## src/verilog/axi_write_pkg.sv

```systemverilog
`default_nettype none

package axi_write_pkg;

   localparam logic [1:0] BURST_INCR = 2'b01; // AWBURST code
   localparam int MAX_BEATS = 256;
   localparam int BOUNDARY_BYTES = 4096;
   localparam int AXI_ID_W = 4;

   // Output side sequencing
   typedef enum logic [2:0] {
      IDLE,
      PLAN,  // Capture the planned burst
      ADDR,
      DATA,
      FLUSH  // Last beat with held bytes only
   } engine_state_t;

   // AWSIZE is log2 of the bytes per beat
   function automatic logic [2:0] size_code(input int unsigned data_w);
      logic [2:0] code;
      case (data_w)
         16:      code = 3'd1;
         32:      code = 3'd2;
         64:      code = 3'd3;
         128:     code = 3'd4;
         256:     code = 3'd5;
         512:     code = 3'd6;
         1024:    code = 3'd7;
         default: code = 3'd0;
      endcase
      return code;
   endfunction

endpackage

`default_nettype wire

```

## src/verilog/burst_cmd_if.sv

```systemverilog
`timescale 1ns/1ps
`default_nettype none

interface burst_cmd_if #(
   parameter int AXI_ADDR_W = 32,
   parameter int AXI_DATA_W = 32
);
   logic [AXI_ADDR_W-1:0]   addr;
   logic [7:0]              beats_minus_one; // AWLEN
   logic [AXI_DATA_W/8-1:0] first_strb;
   logic [AXI_DATA_W/8-1:0] last_strb;
   logic                    last_burst;
   logic                    next;            // Burst taken on AW

   modport planner (
      output addr, beats_minus_one, first_strb, last_strb, last_burst,
      input  next
   );

   modport engine (
      input  addr, beats_minus_one, first_strb, last_strb, last_burst,
      output next
   );
endinterface

`default_nettype wire

```

## src/verilog/transfer_planner.sv

```systemverilog
`timescale 1ns/1ps
`default_nettype none

module transfer_planner #(
   parameter int AXI_ADDR_W = 32,
   parameter int AXI_DATA_W = 32,
   parameter int LEN_W = 16
) (
   input  wire                               clk,
   input  wire                               rst,
   input  wire                               start,
   input  wire  [AXI_ADDR_W-1:0]             address,
   input  wire  [LEN_W-1:0]                  length,
   output logic [$clog2(AXI_DATA_W/8)-1:0]   offset,
   burst_cmd_if.planner                      cmd,
   output logic [LEN_W-1:0]                  input_words
);

   localparam int STRB_W = AXI_DATA_W / 8;
   localparam int OFF_W = $clog2(STRB_W);
   localparam int BND_W = $clog2(axi_write_pkg::BOUNDARY_BYTES);
   localparam int CALC_W = (LEN_W > 16) ? LEN_W + 1 : 18;
   localparam int RND_W = LEN_W + 1;

   logic [AXI_ADDR_W-1:0] cur_addr;
   logic [LEN_W-1:0]      bytes_left;
   logic [OFF_W-1:0]      cur_off;
   logic [OFF_W-1:0]      tail;
   logic [CALC_W-1:0]     left_ext;
   logic [CALC_W-1:0]     to_bnd;
   logic [CALC_W-1:0]     beat_cap;
   logic [CALC_W-1:0]     burst_bytes;
   logic [CALC_W-1:0]     end_off;  // Burst end, counted from its aligned base
   logic [RND_W-1:0]      len_round;

   // Pick the tightest of the three limits
   always_comb begin
      cur_off = cur_addr[OFF_W-1:0];
      left_ext = CALC_W'(bytes_left);
      to_bnd = CALC_W'(axi_write_pkg::BOUNDARY_BYTES) - CALC_W'(cur_addr[BND_W-1:0]);
      beat_cap = CALC_W'(axi_write_pkg::MAX_BEATS * STRB_W) - CALC_W'(cur_off);
      burst_bytes = left_ext;
      if (to_bnd < burst_bytes) begin
         burst_bytes = to_bnd;
      end
      if (beat_cap < burst_bytes) begin
         burst_bytes = beat_cap;
      end
      end_off = burst_bytes + CALC_W'(cur_off);
      tail = end_off[OFF_W-1:0];
   end

   assign len_round = {1'b0, length} + RND_W'(STRB_W - 1);

   assign cmd.addr = cur_addr;
   assign cmd.beats_minus_one = 8'((end_off - 1'b1) >> OFF_W);
   assign cmd.first_strb = {STRB_W{1'b1}} << cur_off;
   assign cmd.last_strb = (tail == '0) ? {STRB_W{1'b1}} : ~({STRB_W{1'b1}} << tail);
   assign cmd.last_burst = (left_ext == burst_bytes);

   always_ff @(posedge clk or posedge rst) begin
      if (rst) begin
         cur_addr <= '0;
         bytes_left <= '0;
         offset <= '0;
         input_words <= '0;
      end else if (start) begin
         cur_addr <= address;
         bytes_left <= length;
         offset <= address[OFF_W-1:0];  // Fixed for the whole transfer
         input_words <= LEN_W'(len_round >> OFF_W);
      end else if (cmd.next) begin
         // Later bursts start word aligned
         cur_addr <= cur_addr + AXI_ADDR_W'(burst_bytes);
         bytes_left <= bytes_left - LEN_W'(burst_bytes);
      end
   end

endmodule

`default_nettype wire

```

## src/verilog/byte_aligner.sv

```systemverilog
`timescale 1ns/1ps
`default_nettype none

module byte_aligner #(
   parameter int AXI_DATA_W = 32
) (
   input  wire                               clk,
   input  wire                               rst,
   input  wire  [$clog2(AXI_DATA_W/8)-1:0]   offset,
   input  wire  [AXI_DATA_W-1:0]             data_in,
   input  wire                               shift_en,
   input  wire                               flush,
   output logic [AXI_DATA_W-1:0]             data_out
);

   localparam int STRB_W = AXI_DATA_W / 8;
   localparam int OFF_W = $clog2(STRB_W);

   logic [AXI_DATA_W-1:0]   held;     // Previous input word
   logic [OFF_W:0]          drop;     // Bytes of held word that fall off
   logic [2*AXI_DATA_W-1:0] joined;

   // Output byte i takes input byte i - offset, borrowing from the held word
   always_comb begin
      drop = (OFF_W + 1)'(STRB_W) - (OFF_W + 1)'(offset);
      joined = {data_in, held} >> {drop, 3'b000};
   end

   assign data_out = joined[AXI_DATA_W-1:0]; // Offset zero gives data_in

   always_ff @(posedge clk or posedge rst) begin
      if (rst) begin
         held <= '0;
      end else if (shift_en) begin
         // A flush beat drains the remainder
         held <= flush ? '0 : data_in;
      end
   end

endmodule

`default_nettype wire

```

## src/verilog/axi_write_engine.sv

```systemverilog
`timescale 1ns/1ps
`default_nettype none

module axi_write_engine #(
   parameter int AXI_ADDR_W = 32,
   parameter int AXI_DATA_W = 32,
   parameter int LEN_W = 16
) (
   input  wire                                clk,
   input  wire                                rst,
   input  wire                                m_wvalid,
   output logic                               m_wready,
   output logic                               m_wlast,
   input  wire  [LEN_W-1:0]                   input_words,
   output logic                               start,
   burst_cmd_if.engine                        cmd,
   output logic                               shift_en,
   output logic                               flush,
   output logic [axi_write_pkg::AXI_ID_W-1:0] m_axi_awid,
   output logic [AXI_ADDR_W-1:0]              m_axi_awaddr,
   output logic [7:0]                         m_axi_awlen,
   output logic [2:0]                         m_axi_awsize,
   output logic [1:0]                         m_axi_awburst,
   output logic                               m_axi_awvalid,
   input  wire                                m_axi_awready,
   output logic [AXI_DATA_W/8-1:0]            m_axi_wstrb,
   output logic                               m_axi_wlast,
   output logic                               m_axi_wvalid,
   input  wire                                m_axi_wready,
   output logic                               m_axi_bready
);

   localparam int STRB_W = AXI_DATA_W / 8;

   axi_write_pkg::engine_state_t state;
   logic [7:0]        beat_cnt;
   logic [LEN_W-1:0]  in_cnt;      // Input words consumed
   logic [STRB_W-1:0] first_strb;
   logic [STRB_W-1:0] last_strb;
   logic              last_burst;
   logic              data_phase;
   logic              last_word;
   logic              beat_done;

   assign m_axi_awid = '0;
   assign m_axi_awsize = axi_write_pkg::size_code(AXI_DATA_W);
   assign m_axi_awburst = axi_write_pkg::BURST_INCR;
   assign m_axi_bready = 1'b1; // Responses are not tracked
   assign m_axi_awvalid = (state == axi_write_pkg::ADDR);
   assign cmd.next = m_axi_awvalid && m_axi_awready;
   assign start = (state == axi_write_pkg::IDLE) && m_wvalid;
   assign last_word = (in_cnt + 1'b1 == input_words);

   always_comb begin
      data_phase = (state == axi_write_pkg::DATA) || (state == axi_write_pkg::FLUSH);
      m_axi_wvalid = 1'b0;
      m_wready = 1'b0;
      m_wlast = 1'b0;
      flush = 1'b0;
      case (state)
         axi_write_pkg::DATA: begin
            m_axi_wvalid = m_wvalid;
            m_wready = m_axi_wready;
            m_wlast = last_word;
         end
         axi_write_pkg::FLUSH: begin
            m_axi_wvalid = 1'b1;  // No input needed
            flush = 1'b1;
         end
         default: ;
      endcase
      beat_done = m_axi_wvalid && m_axi_wready;
      shift_en = beat_done;
      m_axi_wlast = data_phase && (beat_cnt == m_axi_awlen);

      // Edge strobes, both on a single-beat burst
      m_axi_wstrb = '0;
      if (data_phase) begin
         m_axi_wstrb = '1;
         if (beat_cnt == 8'd0) begin
            m_axi_wstrb = m_axi_wstrb & first_strb;
         end
         if (beat_cnt == m_axi_awlen) begin
            m_axi_wstrb = m_axi_wstrb & last_strb;
         end
      end
   end

   always_ff @(posedge clk or posedge rst) begin
      if (rst) begin
         state <= axi_write_pkg::IDLE;
         beat_cnt <= '0;
         in_cnt <= '0;
         m_axi_awaddr <= '0;
         m_axi_awlen <= '0;
         first_strb <= '0;
         last_strb <= '0;
         last_burst <= 1'b0;
      end else begin
         case (state)
            axi_write_pkg::IDLE: begin
               if (m_wvalid) begin
                  in_cnt <= '0;
                  state <= axi_write_pkg::PLAN;
               end
            end
            axi_write_pkg::PLAN: begin  // Planner outputs have settled
               m_axi_awaddr <= cmd.addr;
               m_axi_awlen <= cmd.beats_minus_one;
               first_strb <= cmd.first_strb;
               last_strb <= cmd.last_strb;
               last_burst <= cmd.last_burst;
               state <= axi_write_pkg::ADDR;
            end
            axi_write_pkg::ADDR: begin
               if (m_axi_awready) begin
                  beat_cnt <= '0;
                  // A burst may hold only the leftover bytes
                  state <= (in_cnt == input_words) ? axi_write_pkg::FLUSH
                                                   : axi_write_pkg::DATA;
               end
            end
            axi_write_pkg::DATA, axi_write_pkg::FLUSH: begin
               if (beat_done) begin
                  beat_cnt <= beat_cnt + 1'b1;
                  if (!flush) begin
                     in_cnt <= in_cnt + 1'b1;
                  end
                  if (m_axi_wlast) begin
                     state <= last_burst ? axi_write_pkg::IDLE : axi_write_pkg::PLAN;
                  end else if (state == axi_write_pkg::DATA && last_word) begin
                     state <= axi_write_pkg::FLUSH;
                  end
               end
            end
            default: state <= axi_write_pkg::IDLE;
         endcase
      end
   end

endmodule

`default_nettype wire

```

## src/verilog/simple_axi_write.sv

```systemverilog
`timescale 1ns/1ps
`default_nettype none

module simple_axi_write #(
   parameter int AXI_ADDR_W = 32,
   parameter int AXI_DATA_W = 32,
   parameter int LEN_W = 16
) (
   input  wire                                clk,
   input  wire                                rst,
   // Simple write port
   input  wire                                m_wvalid,
   output logic                               m_wready,
   input  wire  [AXI_ADDR_W-1:0]              m_waddr,
   input  wire  [AXI_DATA_W-1:0]              m_wdata,
   input  wire  [LEN_W-1:0]                   m_wlen,
   output logic                               m_wlast,
   // AXI4 write master
   output logic [axi_write_pkg::AXI_ID_W-1:0] m_axi_awid,
   output logic [AXI_ADDR_W-1:0]              m_axi_awaddr,
   output logic [7:0]                         m_axi_awlen,
   output logic [2:0]                         m_axi_awsize,
   output logic [1:0]                         m_axi_awburst,
   output logic                               m_axi_awvalid,
   input  wire                                m_axi_awready,
   output logic [AXI_DATA_W-1:0]              m_axi_wdata,
   output logic [AXI_DATA_W/8-1:0]            m_axi_wstrb,
   output logic                               m_axi_wlast,
   output logic                               m_axi_wvalid,
   input  wire                                m_axi_wready,
   input  wire                                m_axi_bvalid,
   input  wire  [1:0]                         m_axi_bresp,
   output logic                               m_axi_bready
);

   logic                            start;
   logic                            shift_en;
   logic                            flush;
   logic [$clog2(AXI_DATA_W/8)-1:0] offset;
   logic [LEN_W-1:0]                input_words;

   burst_cmd_if #(.AXI_ADDR_W(AXI_ADDR_W), .AXI_DATA_W(AXI_DATA_W)) cmd ();

   transfer_planner #(.AXI_ADDR_W(AXI_ADDR_W), .AXI_DATA_W(AXI_DATA_W), .LEN_W(LEN_W)) planner (
      .clk(clk), .rst(rst), .start(start), .address(m_waddr), .length(m_wlen),
      .offset(offset), .cmd(cmd.planner), .input_words(input_words)
   );

   byte_aligner #(.AXI_DATA_W(AXI_DATA_W)) aligner (
      .clk(clk), .rst(rst), .offset(offset), .data_in(m_wdata),
      .shift_en(shift_en), .flush(flush), .data_out(m_axi_wdata)
   );

   axi_write_engine #(.AXI_ADDR_W(AXI_ADDR_W), .AXI_DATA_W(AXI_DATA_W), .LEN_W(LEN_W)) engine (
      .clk(clk), .rst(rst), .m_wvalid(m_wvalid), .m_wready(m_wready), .m_wlast(m_wlast),
      .input_words(input_words), .start(start), .cmd(cmd.engine),
      .shift_en(shift_en), .flush(flush),
      .m_axi_awid(m_axi_awid), .m_axi_awaddr(m_axi_awaddr), .m_axi_awlen(m_axi_awlen),
      .m_axi_awsize(m_axi_awsize), .m_axi_awburst(m_axi_awburst),
      .m_axi_awvalid(m_axi_awvalid), .m_axi_awready(m_axi_awready),
      .m_axi_wstrb(m_axi_wstrb), .m_axi_wlast(m_axi_wlast), .m_axi_wvalid(m_axi_wvalid),
      .m_axi_wready(m_axi_wready), .m_axi_bready(m_axi_bready)
   );

endmodule

`default_nettype wire

```

## config.mk

```make
export PLATFORM = sky130hd
export DESIGN_NAME = simple_axi_write
export DESIGN_NICKNAME = d
export VERILOG_FILES = /design/src/verilog/axi_write_pkg.sv /design/src/verilog/burst_cmd_if.sv /design/src/verilog/transfer_planner.sv /design/src/verilog/byte_aligner.sv /design/src/verilog/axi_write_engine.sv /design/src/verilog/simple_axi_write.sv
export SDC_FILE = /design/constraint.sdc
export NUM_CORES = 1
export LEC_CHECK = 0
export ABC_AREA = 1
export BUFFER_PORTS_ARGS = -buffer_cell sky130_fd_sc_hd__buf_2
export CAP_MARGIN = 20
export CORE_MARGIN = 2
export CORE_UTILIZATION = 25
export CTS_CLUSTER_SIZE = 20
export DETAILED_ROUTE_END_ITERATION = 8
export PLACE_DENSITY = 0.53
export SLEW_MARGIN = 20
export SYNTH_ARGS = -nofsm -noshare
export SYNTH_HDL_FRONTEND = slang
export SYNTH_HIERARCHICAL = 1
export SYNTH_SLANG_ARGS = --single-unit
```

## constraint.sdc

```tcl
create_clock -name clk -period 9.8 [get_ports clk]
set_clock_uncertainty 0.15 [all_clocks]
set_input_delay 0.49 -clock clk [delete_from_list [all_inputs] [get_ports clk]]
set_output_delay 0.49 -clock clk [all_outputs]
set_load 0.005 [all_outputs]
```

==> impl_metrics.sql, run 1 <==
INSERT INTO impl_metrics (metric_group, metric, value, unit) VALUES
('worst_setup_path', 'ff2ff_path_depth', '41', ''),
('cells_and_area', 'most-common-layout-cells', 'sky130_fd_sc_hd__nand2_1 (545), sky130_fd_sc_hd__inv_1 (222), sky130_fd_sc_hd__nand3_1 (218)', ''),
('logic_synthesis', 'fraction_of_registers_with_async_set_reset', '100', '%'),
('worst_setup_path', 'timing_worst_setup_path_type', 'reg -> reg', ''),
('logic_synthesis', 'yosysTopAreaCellShare', '32.5', '%'),
('cells_and_area', 'layout.core_utilization', '29.1', '%'),
('drt', 'drc_errors', '0', ''),
('job', 'max_cap_viol_count', '0', ''),
('cts', 'cts-root-to-sink-buffers', '2', ''),
('worst_setup_path', 'path_max_fanout', '20', ''),
('cells_and_area', 'number_of_nets_in_the_layout', '2172', ''),
('logic_synthesis', 'netlist_area', '13300', 'µm²'),
('grt', 'grt_usage', '15.2', '%'),
('worst_setup_path', 'critPathMaxStageDelay', '480', 'ps'),
('drt', 'wire_per_inst', '15.4', 'µm'),
('sta', 'grt_setup_unrepaired', 'false', ''),
('floorplanning', 'std_cell_rows', '84', ''),
('sta', 'post-route-period-util', '82.4', '%'),
('worst_hold_path', 'hold_path_end', 'planner/cmd.addr[5]', ''),
('drt', 'maxUsedRoutingLayer', 'met4', ''),
('place', 'portBuffers', '165', ''),
('floorplanning', 'ios', '179', ''),
('logic_synthesis', 'synth_edf_count', '0', ''),
('logic_synthesis', 'yosys.cell_types.count', '56', ''),
('power', 'clock_power_share', '11.1', '%'),
('sta', 'post-route-min-period', '8070', 'ps'),
('power', 'power.share.switching', '52.9', '%'),
('cells_and_area', 'mostFrequentLayoutCell', 'sky130_fd_sc_hd__nand2_1', ''),
('grt', 'grt_first_pass_wirelength', '67000', 'µm'),
('logic_synthesis', 'synthesis.area_per_instance', '7.06', 'µm²'),
('logic_synthesis', 'synthCells', '1886', ''),
('drt', 'detail_route.wirelength', '41900', 'µm'),
('floorplanning', 'fp.dieArea', '55200', 'µm²'),
('sta', 'setup-violations-final', '0', ''),
('cells_and_area', 'share_of_layout_cells_above_drive_strength_1', '15.5', '%'),
('logic_synthesis', 'synth_top_area_cell', 'sky130_fd_sc_hd__dfrtp_1', ''),
('worst_setup_path', 'worstSetupStartpointType', 'flip-flop', ''),
('grt', 'antenna_violations_before_repair', '0', ''),
('place', 'hpwl', '31100', 'µm'),
('drt', 'met3RoutedLength', '2370', 'µm'),
('sta', 'fmaxAchievable', '124', 'MHz'),
('cts', 'cts_tree', 'yes', ''),
('power', 'power-per-cell-area', '407', 'nW/µm²'),
('drt', 'drt_iter0_drc', '645', ''),
('worst_hold_path', 'kind_of_path_behind_the_tightest_hold_check', 'in -> reg', ''),
('worst_setup_path', 'crit_path_start', 'planner/cmd.addr[0]', ''),
('sta', 'slew-limit-headroom', '30.5', '%'),
('worst_hold_path', 'min_delay_path_depth', '3', ''),
('power', 'p_comb_share', '67.8', '%'),
('worst_setup_path', 'critical_path_required', '10010', 'ps'),
('cts', 'clock-sinks', '173', ''),
('floorplanning', 'core_region', '52700', 'µm²'),
('drt', 'drt-vias-per-instance', '4.73', ''),
('cells_and_area', 'design_area', '15300', 'µm²'),
('worst_setup_path', 'r2r_slack', '1730', 'ps'),
('floorplanning', 'initial_cell_density_of_the_core', '25.3', '%'),
('floorplanning', 'die_y', '235', 'µm'),
('worst_setup_path', 'r2r-start', 'planner/cmd.addr[0]', ''),
('power', 'internal-power', '2930', 'µW'),
('cts', 'worst_setup_hold_path_clk_slew', '80', 'ps'),
('logic_synthesis', 'dominantRegCellSynth', 'sky130_fd_sc_hd__dfrtp_1', ''),
('power', 'power.switching', '3300', 'µW'),
('logic_synthesis', 'yosysSeqAreaShare', '32.5', '%'),
('power', 'ir_worst_vdd', '0.154', 'mV'),
('worst_setup_path', 'critPathMostFrequentCell', 'sky130_fd_sc_hd__nand2_1', ''),
('sta', 'totalNegativeSetupSlack', '0', 'ps'),
('floorplanning', 'die_w', '235', 'µm'),
('status', 'outcome', 'completed', ''),
('grt', 'first_global_vias', '12300', ''),
('sta', 'max_slew.worst_pin.slew', '1040', 'ps'),
('logic_synthesis', 'ys_ff_latch', '173', '');
==> sequential cells by signal (all words and copies together), names as in the netlist <==
signal and cells:
engine/m_axi_awlen 8, engine/last_burst 1, engine/first_strb 4, planner/cmd.addr 32, engine/beat_cnt 8, planner/offset 2
planner/bytes_left 16, engine/last_strb 4, engine/state 3, engine/m_axi_awaddr 32, planner/input_words 15, aligner/held 32
engine/in_cnt 16
==> Yosys cell counts (all sizes together) (25+ instances only) <==
cell type / instances
a21oi: 57
buf: 51
clkbuf: 32
dfrtp: 173
ha: 63
inv: 233
mux2: 48
nand2: 555
nand3: 225
nor2: 119
o21ai: 104
xnor2: 25
xor2: 43
==> power groups by stage <==
stage / combinational (µW) / sequential [µW] / clock (µW)
3_3_place_gp: 4170 / 1320 / 0
2_1_floorplan: 3110 / 1240 / 0
5_1_grt: 4770 / 1360 / 748
3_5_place_dp: 4230 / 1330 / 0
6_report: 4230 / 1320 / 692
4_1_cts: 4250 / 1320 / 726
==> worst max path at each step <==
stage / end / slack (ps)
3_5_place_dp: planner/cmd.addr[30] / 1780
6_report: planner/cmd.addr[30] / 1730
4_1_cts: planner/cmd.addr[30] / 1760
5_1_grt: planner/cmd.addr[30] / 910
3_3_place_gp: planner/cmd.addr[30] / 1910
2_1_floorplan: planner/cmd.addr[28] / 3380
==> worst max-delay path: cells and delay by family (launching register included) <==
kind | cells | cell delay (ps)
adders and majority gates | 4 | 1330
and+or+nand+nor | 19 | 2960
DFF | 1 | 480
AOI/OAI and AO/OA | 14 | 2570
buffers and inverters | 4 | 470
==> layout make-up <==
class,count,area (µm²)
Sequential cell,173,4330
Inverter,233,876
Fill cell,5763,37300
Clock inverter,14,148
Tap cell,688,861
Clock buffer,17,425
Multi-Input combinational cell,1415,7750
Timing Repair Buffer,180,941
==> routing by layer <==
metal / track usage, % / vias up
li1: - / 6434
met1: 19.6 / 6040
met2: 25.1 / 343
met3: 3.45 / 40
met4: 4.85 / 0
met5: 0 / -
==> cell families after synthesis <==
logic type	Yosys count	share of synthesized area, %
compound gates	257	11.8
xor+xnor	68	4.47
fa+ha+maj	64	6.07
buf+inv	316	9.98
flops	173	32.5
mux	48	4.06
other cells	4	0.113
simple gates	956	31.0
==> through the flow <==
step / power [µW] / hold slack [ps] / instances
5_1_grt: 6880 / 57.7 / 2720
3_3_place_gp: 5490 / 337 / 2688
4_1_cts: 6300 / 32.4 / 2720
3_5_place_dp: 5560 / 337 / 2688
6_report: 6230 / 77.9 / 2720
2_1_floorplan: 4350 / 292 / 1904
Power figures use the tool's default switching activity.
==> run 2, diff against run 1 <==
Settings changed: ABC_AREA 1 to 0.
Clock period 9.8 ns to 7.55 ns, I/O delays scaled along.
==> run 2 against run 1 <==
  * Critical path type unchanged
  * First-iteration DRC count decreased by 0.47%
  * Synthesized cell count is 23% lower
  * Clock-buffer cell count grew 1
  * Core utilization is 1.3 points higher
  * Sequential share of layout area down 1.2 points
  * Final area up 4.3%
  * Register-to-register slack lost 1300 ps
==> impl_metrics.sql, run 2 <==
INSERT INTO impl_metrics (metric_group, metric, value, unit) VALUES
('status', 'outcome', 'completed', ''),
('grt', 'first_global_vias', '11600', ''),
('place', 'routabilityCongestion', '0.920', ''),
('logic_synthesis', 'synthCells', '1455', ''),
('worst_hold_path', 'hold_path_end', 'planner/input_words[14]', ''),
('floorplanning', 'std_cell_rows', '84', ''),
('power', 'power.share.switching', '47.4', '%'),
('cells_and_area', 'share_of_layout_cells_above_drive_strength_1', '24.9', '%'),
('logic_synthesis', 'yosysSeqAreaShare', '32.6', '%'),
('drt', 'm1WireLength', '18000', 'µm'),
('cells_and_area', 'fillCellCount', '5567', ''),
('logic_synthesis', 'yosysTopAreaCellShare', '32.6', '%'),
('cells_and_area', 'number_of_nets_in_the_layout', '1821', ''),
('floorplanning', 'die_y', '234', 'µm'),
('place', 'dp_worst_setup_slack', '151', 'ps'),
('sta', 'post-route-period-util', '94.6', '%'),
('floorplanning', 'fp.dieArea', '54900', 'µm²'),
('worst_setup_path', 'path_max_fanout', '8', ''),
('worst_setup_path', 'r2r_slack', '410', 'ps'),
('sta', 'timing.final.hold_violations', '0', ''),
('logic_synthesis', 'post_synth_most_frequent_cells', 'sky130_fd_sc_hd__dfrtp_1 (173), sky130_fd_sc_hd__nand2_1 (148), sky130_fd_sc_hd__nor2_1 (94), sky130_fd_sc_hd__o21ai_0 (94), sky130_fd_sc_hd__inv_1 (92)', ''),
('grt', 'grt_first_pass_wirelength', '62900', 'µm'),
('sta', 'fmaxAchievable', '140', 'MHz'),
('worst_setup_path', 'ff2ff_path_depth', '30', ''),
('place', 'placed_cell_area', '14900', 'µm²'),
('grt', 'global_route.overflow_total', '0', ''),
('power', 'p_comb_share', '69.5', '%'),
('sta', 'max_slew.worst_pin.slew', '930', 'ps'),
('worst_hold_path', 'kind_of_path_behind_the_tightest_hold_check', 'in -> reg', ''),
('grt', 'antenna_violations_before_repair', '9', ''),
('power', 'p_leak', '0.00699', 'µW'),
('logic_synthesis', 'yosysMostFrequentCell', 'sky130_fd_sc_hd__dfrtp_1', ''),
('job', 'max_cap_viol_count', '0', ''),
('power', 'ir_worst_vdd', '0.246', 'mV'),
('drt', 'wire_per_inst', '16.5', 'µm'),
('logic_synthesis', 'synthesis.area_per_instance', '9.12', 'µm²'),
('cells_and_area', 'mostFrequentLayoutCell', 'sky130_fd_sc_hd__dfrtp_1', ''),
('worst_setup_path', 'slowest_stage', 'sky130_fd_sc_hd__o41a_1', ''),
('drt', 'drt_iter0_drc', '642', ''),
('cts', 'cts_tree', 'yes', ''),
('drt', 'routed_length_on_met2', '17600', 'µm'),
('sta', 'post-route-min-period', '7140', 'ps'),
('logic_synthesis', 'synth_top_area_cell', 'sky130_fd_sc_hd__dfrtp_1', ''),
('worst_setup_path', 'critPathMaxStageDelay', '520', 'ps'),
('floorplanning', 'core_region', '52600', 'µm²'),
('drt', 'drc_errors', '0', ''),
('worst_setup_path', 'timing_worst_setup_path_type', 'reg -> reg', ''),
('logic_synthesis', 'fraction_of_registers_with_async_set_reset', '100', '%'),
('worst_setup_path', 'worstSetupStartpointType', 'flip-flop', ''),
('drt', 'detail_route.wirelength', '39100', 'µm'),
('sta', 'final_setup_margin', '408', 'ps'),
('drt', 'met3RoutedLength', '2720', 'µm'),
('logic_synthesis', 'yosys.cell_types.count', '99', ''),
('floorplanning', 'ios', '179', ''),
('floorplanning', 'initial_cell_density_of_the_core', '25.3', '%'),
('sta', 'grt_setup_unrepaired', 'true', ''),
('worst_setup_path', 'regToRegEndpoint', 'planner/cmd.addr[25]', ''),
('cts', 'clk_latency', '460', 'ps'),
('logic_synthesis', 'yosysWarningCount', '6', ''),
('worst_setup_path', 'critPathMostFrequentCell', 'sky130_fd_sc_hd__buf_4', ''),
('cells_and_area', 'areaGrowthSynthToFinish', '20.5', '%'),
('worst_setup_path', 'critical_path.endpoint_type', 'flip-flop', ''),
('power', 'power-per-cell-area', '536', 'nW/µm²'),
('floorplanning', 'die_w', '234', 'µm'),
('sta', 'final_max_slew_viol_count', '0', ''),
('cells_and_area', 'design_area', '16000', 'µm²'),
('sta', 'slew-limit-headroom', '38.0', '%'),
('cts', 'cts-root-to-sink-buffers', '2', ''),
('worst_setup_path', 'crit_path_start', 'planner/cmd.addr[3]', ''),
('cts', 'tritoncts.num_buffers', '17', ''),
('cts', 'worst_setup_hold_path_clk_slew', '80', 'ps'),
('worst_hold_path', 'min-delay-start', 'm_wlen[15]', ''),
('power', 'power.switching', '4070', 'µW'),
('cells_and_area', 'layout.core_utilization', '30.4', '%'),
('logic_synthesis', 'synthTopCellsByArea', 'sky130_fd_sc_hd__dfrtp_1 (33%), sky130_fd_sc_hd__mux2_2 (6.1%), sky130_fd_sc_hd__ha_1 (5.9%)', ''),
('worst_hold_path', 'min_delay_path_depth', '3', ''),
('grt', 'maximum_number_of_pins_on_one_net_before_global_route_repair', '77', ''),
('power', 'internal-power', '4510', 'µW'),
('drt', 'first_pass_iters', '5', ''),
('worst_setup_path', 'critical_path_required', '7720', 'ps'),
('power', 'share_seq_of_total_power', '20.0', '%'),
('grt', 'grt_usage', '14.4', '%'),
('power', 'total_power', '8580', 'µW'),
('drt', 'ant_nets', '0', ''),
('logic_synthesis', 'ys_ff_latch', '173', ''),
('place', 'hpwl', '29100', 'µm'),
('place', 'portBuffers', '165', ''),
('cts', 'cts.htree.levels', '4', ''),
('worst_setup_path', 'r2r-start', 'planner/cmd.addr[3]', ''),
('cells_and_area', 'most-common-layout-cells', 'sky130_fd_sc_hd__dfrtp_1 (172), sky130_fd_sc_hd__buf_2 (165), sky130_fd_sc_hd__nand2_1 (148)', ''),
('logic_synthesis', 'netlist_area', '13300', 'µm²'),
('power', 'clock_power_share', '10.5', '%'),
('sta', 'setup-violations-final', '0', ''),
('logic_synthesis', 'synth_edf_count', '0', ''),
('worst_setup_path', 'cp.arrival', '7310', 'ps'),
('cts', 'clock-sinks', '173', ''),
('drt', 'maxUsedRoutingLayer', 'met5', ''),
('logic_synthesis', 'dominantRegCellSynth', 'sky130_fd_sc_hd__dfrtp_1', ''),
('drt', 'dr_total_vias', '11300', ''),
('cts', 'clk_root_buffer_cell', 'sky130_fd_sc_hd__clkbuf_16', ''),
('drt', 'drt-vias-per-instance', '4.79', '');
## run 2: power groups by stage
stage / sequential, µW / clock (µW) / combinational (µW)
after floorplan: 1630 / 0 / 4190
after global placement: 1710 / 0 / 5740
after detailed placement: 1730 / 0 / 5800
after CTS: 1720 / 938 / 5860
after global routing: 1780 / 975 / 6620
final: 1720 / 901 / 5960
## run 2: logic make-up (layout without fill, tap and decap cells)
family | count (synthesis) | in the layout | synth area share (%)
and+or+nand+nor | 431 | 431 | 16.2
AOI/OAI and AO/OA | 329 | 329 | 16.9
buffers and inverters | 180 | 389 | 7.24
DFF | 173 | 173 | 32.6
muxes | 150 | 150 | 12.6
xor gates and xnor gates | 124 | 124 | 8.18
adders and majority gates | 64 | 64 | 6.09
other | 4 | 23 | 0.113
## run 2: how the worst max path moves through the flow
stage | to | slack [ps] | cells after the start
after floorplan | planner/cmd.addr[26] | 0.2 | 36
after global placement | planner/cmd.addr[28] | 240 | 30
after detailed placement | planner/bytes_left[15] | 150 | 30
after CTS | planner/bytes_left[15] | 120 | 30
after global routing | planner/cmd.addr[17] | -20 | 30
final | planner/cmd.addr[25] | 410 | 30
## run 2: worst max-delay path, delay by kind of cell (launching register included)
kind	cells	cell delay [ps]
AOI/OAI and AO/OA	14	3030
and+or+nand+nor	6	1120
adders and majority gates	3	940
buffers and inverters	4	710
DFF	1	460
muxes	1	330
xor gates and xnor gates	2	270
## run 2: repair_timing
item | in CTS | in global routing
endpoints found under the setup margin | 0 | 26
setup buffers | 0 | 2
hold endpoints to repair | 68 | 0
hold buffers | 37 | 0
gates resized for setup | 0 | 21
## run 2: stage by stage
| stage | instances | setup TNS (ps) | hold slack, ps |
|---|---|---|---|
| after CTS | 2368 | 0 | 0.626 |
| after floorplan | 1473 | 0 | 324 |
| after global routing | 2371 | -28.5 | 14.6 |
| final | 2371 | 0 | 31.5 |
| after detailed placement | 2299 | 0 | 340 |
| after global placement | 2299 | 0 | 338 |
## run 2: metal layers
layer  global-route usage (%)  vias to the layer above
li1                         -                     5560
met1                     19.2                     5426
met2                     23.2                      302
met3                     3.90                       43
met4                     3.48                       16
met5                        0                        -
## run 2: final cells by class
type | instances | area [µm²] | share of cell area [%]
Multi-Input combinational cell | 1120 | 8170 | 51.1
Clock inverter | 14 | 163 | 1.02
Timing Repair Buffer | 263 | 1680 | 10.5
Clock buffer | 18 | 429 | 2.68
Inverter | 94 | 357 | 2.23
Tap cell | 688 | 861 | 5.38
Sequential cell | 173 | 4330 | 27.1
Antenna cell | 1 | 2.50 | 0.0156
==> run 3, diff against run 2 <==
Settings changed: PLACE_DENSITY 0.53 to default, PLACE_DENSITY_LB_ADDON from default to 0.1, SKIP_CTS_REPAIR_TIMING from default to 1.
==> run 3 against run 2 <==
  * The flow now finishes with violations (negative hold slack)
  * Combinational power increased by 5.2%
  * Maximum frequency decreased by 0.55%
  * Global-route usage increased by 1.6 points
  * Wire length increased by 11%
  * Clock-buffer cell count unchanged
  * Clock power increased by 5.3%
  * Register-to-register slack got worse by 40 ps
  * Critical endpoint is now planner/cmd.addr[17]
==> impl_metrics.sql, run 3 (synthesis gave the netlist of run 2 again) <==
INSERT INTO impl_metrics (metric_group, metric, value, unit) VALUES
('cts', 'cts-root-to-sink-buffers', '2', ''),
('place', 'portBuffers', '165', ''),
('sta', 'setup-violations-final', '0', ''),
('worst_hold_path', 'hold_path_end', 'aligner/held[29]', ''),
('drt', 'dr_total_vias', '11400', ''),
('floorplanning', 'initial_cell_density_of_the_core', '25.3', '%'),
('grt', 'first_global_vias', '11500', ''),
('sta', 'whs', '-9.52', 'ps'),
('worst_setup_path', 'worstSetupStartpointType', 'flip-flop', ''),
('grt', 'grt_util_met2', '25.2', '%'),
('power', 'p_leak', '0.00711', 'µW'),
('drt', 'drt-vias-per-instance', '4.75', ''),
('power', 'power-per-cell-area', '552', 'nW/µm²'),
('floorplanning', 'die_y', '234', 'µm'),
('cells_and_area', 'share_of_layout_cells_above_drive_strength_1', '26.3', '%'),
('drt', 'drt_iter0_drc', '538', ''),
('status', 'failed_checks', 'negative hold slack', ''),
('cells_and_area', 'areaGrowthSynthToFinish', '22.1', '%'),
('grt', 'top_usage_layer', 'met2', ''),
('worst_setup_path', 'r2r_slack', '370', 'ps'),
('grt', 'grt_first_pass_wirelength', '67000', 'µm'),
('cells_and_area', 'most-common-layout-cells', 'sky130_fd_sc_hd__dfrtp_1 (170), sky130_fd_sc_hd__buf_2 (165), sky130_fd_sc_hd__nand2_1 (148)', ''),
('worst_hold_path', 'min-delay-start', 'm_wdata[29]', ''),
('worst_setup_path', 'r2r-start', 'planner/cmd.addr[0]', ''),
('sta', 'post-route-min-period', '7180', 'ps'),
('cells_and_area', 'layout.core_utilization', '30.8', '%'),
('cts', 'worst_setup_hold_path_clk_slew', '80', 'ps'),
('worst_setup_path', 'critical_path.endpoint_type', 'flip-flop', ''),
('worst_setup_path', 'slowest_stage', 'sky130_fd_sc_hd__or4_1', ''),
('grt', 'gr-usage-met1', '21.9', '%'),
('grt', 'grt_usage', '16.0', '%'),
('sta', 'totalNegativeSetupSlack', '0', 'ps'),
('status', 'outcome', 'finished with violations', ''),
('worst_setup_path', 'timing.critical_path.max_delay_family', 'compound AO/OA/AOI/OAI gates', ''),
('floorplanning', 'die_w', '234', 'µm'),
('floorplanning', 'ios', '179', ''),
('sta', 'grt_setup_unrepaired', 'false', ''),
('sta', 'timing.final.hold_violations', '1', ''),
('sta', 'slew-limit-headroom', '34.4', '%'),
('floorplanning', 'core_region', '52600', 'µm²'),
('cells_and_area', 'mostFrequentLayoutCell', 'sky130_fd_sc_hd__dfrtp_1', ''),
('worst_setup_path', 'crit_path_start', 'planner/cmd.addr[0]', ''),
('grt', 'antenna_violations_before_repair', '5', ''),
('cts', 'clk_root_buffer_cell', 'sky130_fd_sc_hd__clkbuf_16', ''),
('sta', 'max_slew.worst_pin.slew', '984', 'ps'),
('cts', 'clock-sinks', '173', ''),
('grt', 'maximum_number_of_pins_on_one_net_before_global_route_repair', '91', ''),
('worst_setup_path', 'cp.arrival', '7370', 'ps'),
('drt', 'drc_errors', '0', ''),
('worst_setup_path', 'critical_path_required', '7740', 'ps'),
('worst_setup_path', 'timing_worst_setup_path_type', 'reg -> reg', ''),
('cts', 'clk_latency', '490', 'ps'),
('cts', 'cts_tree', 'yes', ''),
('worst_setup_path', 'worstPathBufferInverterCount', '6', ''),
('drt', 'ant_nets', '0', ''),
('sta', 'final_max_slew_viol_count', '0', ''),
('sta', 'fmaxAchievable', '139', 'MHz'),
('cells_and_area', 'number_of_nets_in_the_layout', '1844', ''),
('drt', 'detail_route.wirelength', '43200', 'µm'),
('worst_setup_path', 'ff2ff_path_depth', '30', ''),
('grt', 'global_route.overflow_total', '0', ''),
('job', 'max_cap_viol_count', '0', ''),
('worst_setup_path', 'regToRegEndpoint', 'planner/cmd.addr[17]', ''),
('grt', 'globalRouteMet3Util', '3.54', '%'),
('drt', 'wire_per_inst', '18.0', 'µm'),
('place', 'hpwl', '31500', 'µm'),
('worst_setup_path', 'critPathMaxStageDelay', '550', 'ps'),
('drt', 'first_pass_iters', '5', ''),
('sta', 'post-route-period-util', '95.1', '%'),
('worst_hold_path', 'kind_of_path_behind_the_tightest_hold_check', 'in -> reg', ''),
('cells_and_area', 'design_area', '16200', 'µm²'),
('cts', 'tritoncts.num_buffers', '17', ''),
('cts', 'cts.htree.levels', '4', ''),
('place', 'placed_cell_area', '15100', 'µm²'),
('power', 'ir_worst_vdd', '0.204', 'mV'),
('worst_setup_path', 'path_max_fanout', '12', ''),
('worst_hold_path', 'min_delay_path_depth', '3', ''),
('place', 'routabilityCongestion', '0.839', ''),
('floorplanning', 'std_cell_rows', '84', ''),
('floorplanning', 'fp.dieArea', '54900', 'µm²');
## run 3: cell count changes in the layout (fill, tap and decap cells not counted), moves of 2 or more
cell,previous run,this run
sky130_fd_sc_hd__buf_4,58,80
sky130_fd_sc_hd__inv_8,5,2
sky130_fd_sc_hd__buf_12,2,0
sky130_fd_sc_hd__clkinv_2,1,3
sky130_fd_sc_hd__dfrtp_1,172,170
sky130_fd_sc_hd__dfrtp_2,1,3
sky130_fd_sc_hd__dlygate4sd3_1,37,39
sky130_fd_sc_hd__inv_6,3,5
sky130_fd_sc_hd__mux2i_1,58,56
sky130_fd_sc_hd__mux2i_2,4,6
## run 3: tightest hold or removal path, cell delays in order
cell	delay, ps
sky130_fd_sc_hd__buf_2	110
sky130_fd_sc_hd__nand2_1	40
sky130_fd_sc_hd__o21ai_0	60
## run 3: worst max path at each step
stage                                 to  depth (start not counted)  slack [ps]
finish              planner/cmd.addr[17]                         30         370
global route        planner/cmd.addr[16]                         30          10
CTS                 planner/cmd.addr[16]                         32          70
detailed placement  planner/cmd.addr[16]                         31          90
global placement    planner/cmd.addr[16]                         32         130
floorplan           planner/cmd.addr[26]                         36         0.2
## run 3: final cells by class
class,count,area (µm²)
repair buffers,286,1840
inverters,94,358
fillers,5685,36300
multi-input cells,1120,8210
clock buffers,18,439
flip-flops and latches,173,4330
well taps,688,861
diodes,2,5.00
clock inverters,14,166
## run 3: per-layer routing
layer	routed length (µm)	vias to the layer above	share of wire, %
li1	-	5605	-
met1	21100	5524	49
met2	19700	197	46
met3	1760	34	4.1
met4	557	10	1.3
met5	57	-	0.13
## run 3: where the power goes
part,internal (µW),total (µW),switching (µW)
Sequential,1340,1730,387
Clock,480,949,468
Combinational,2870,6270,3400
## run 3: stage by stage
stage	setup WS, ps	instances	total power [µW]
final	368	2395	8950
after global placement	130	2322	7830
after global routing	12.7	2393	9800
after floorplan	0.189	1473	5820
after CTS	66.1	2354	8870
after detailed placement	92.9	2322	7850
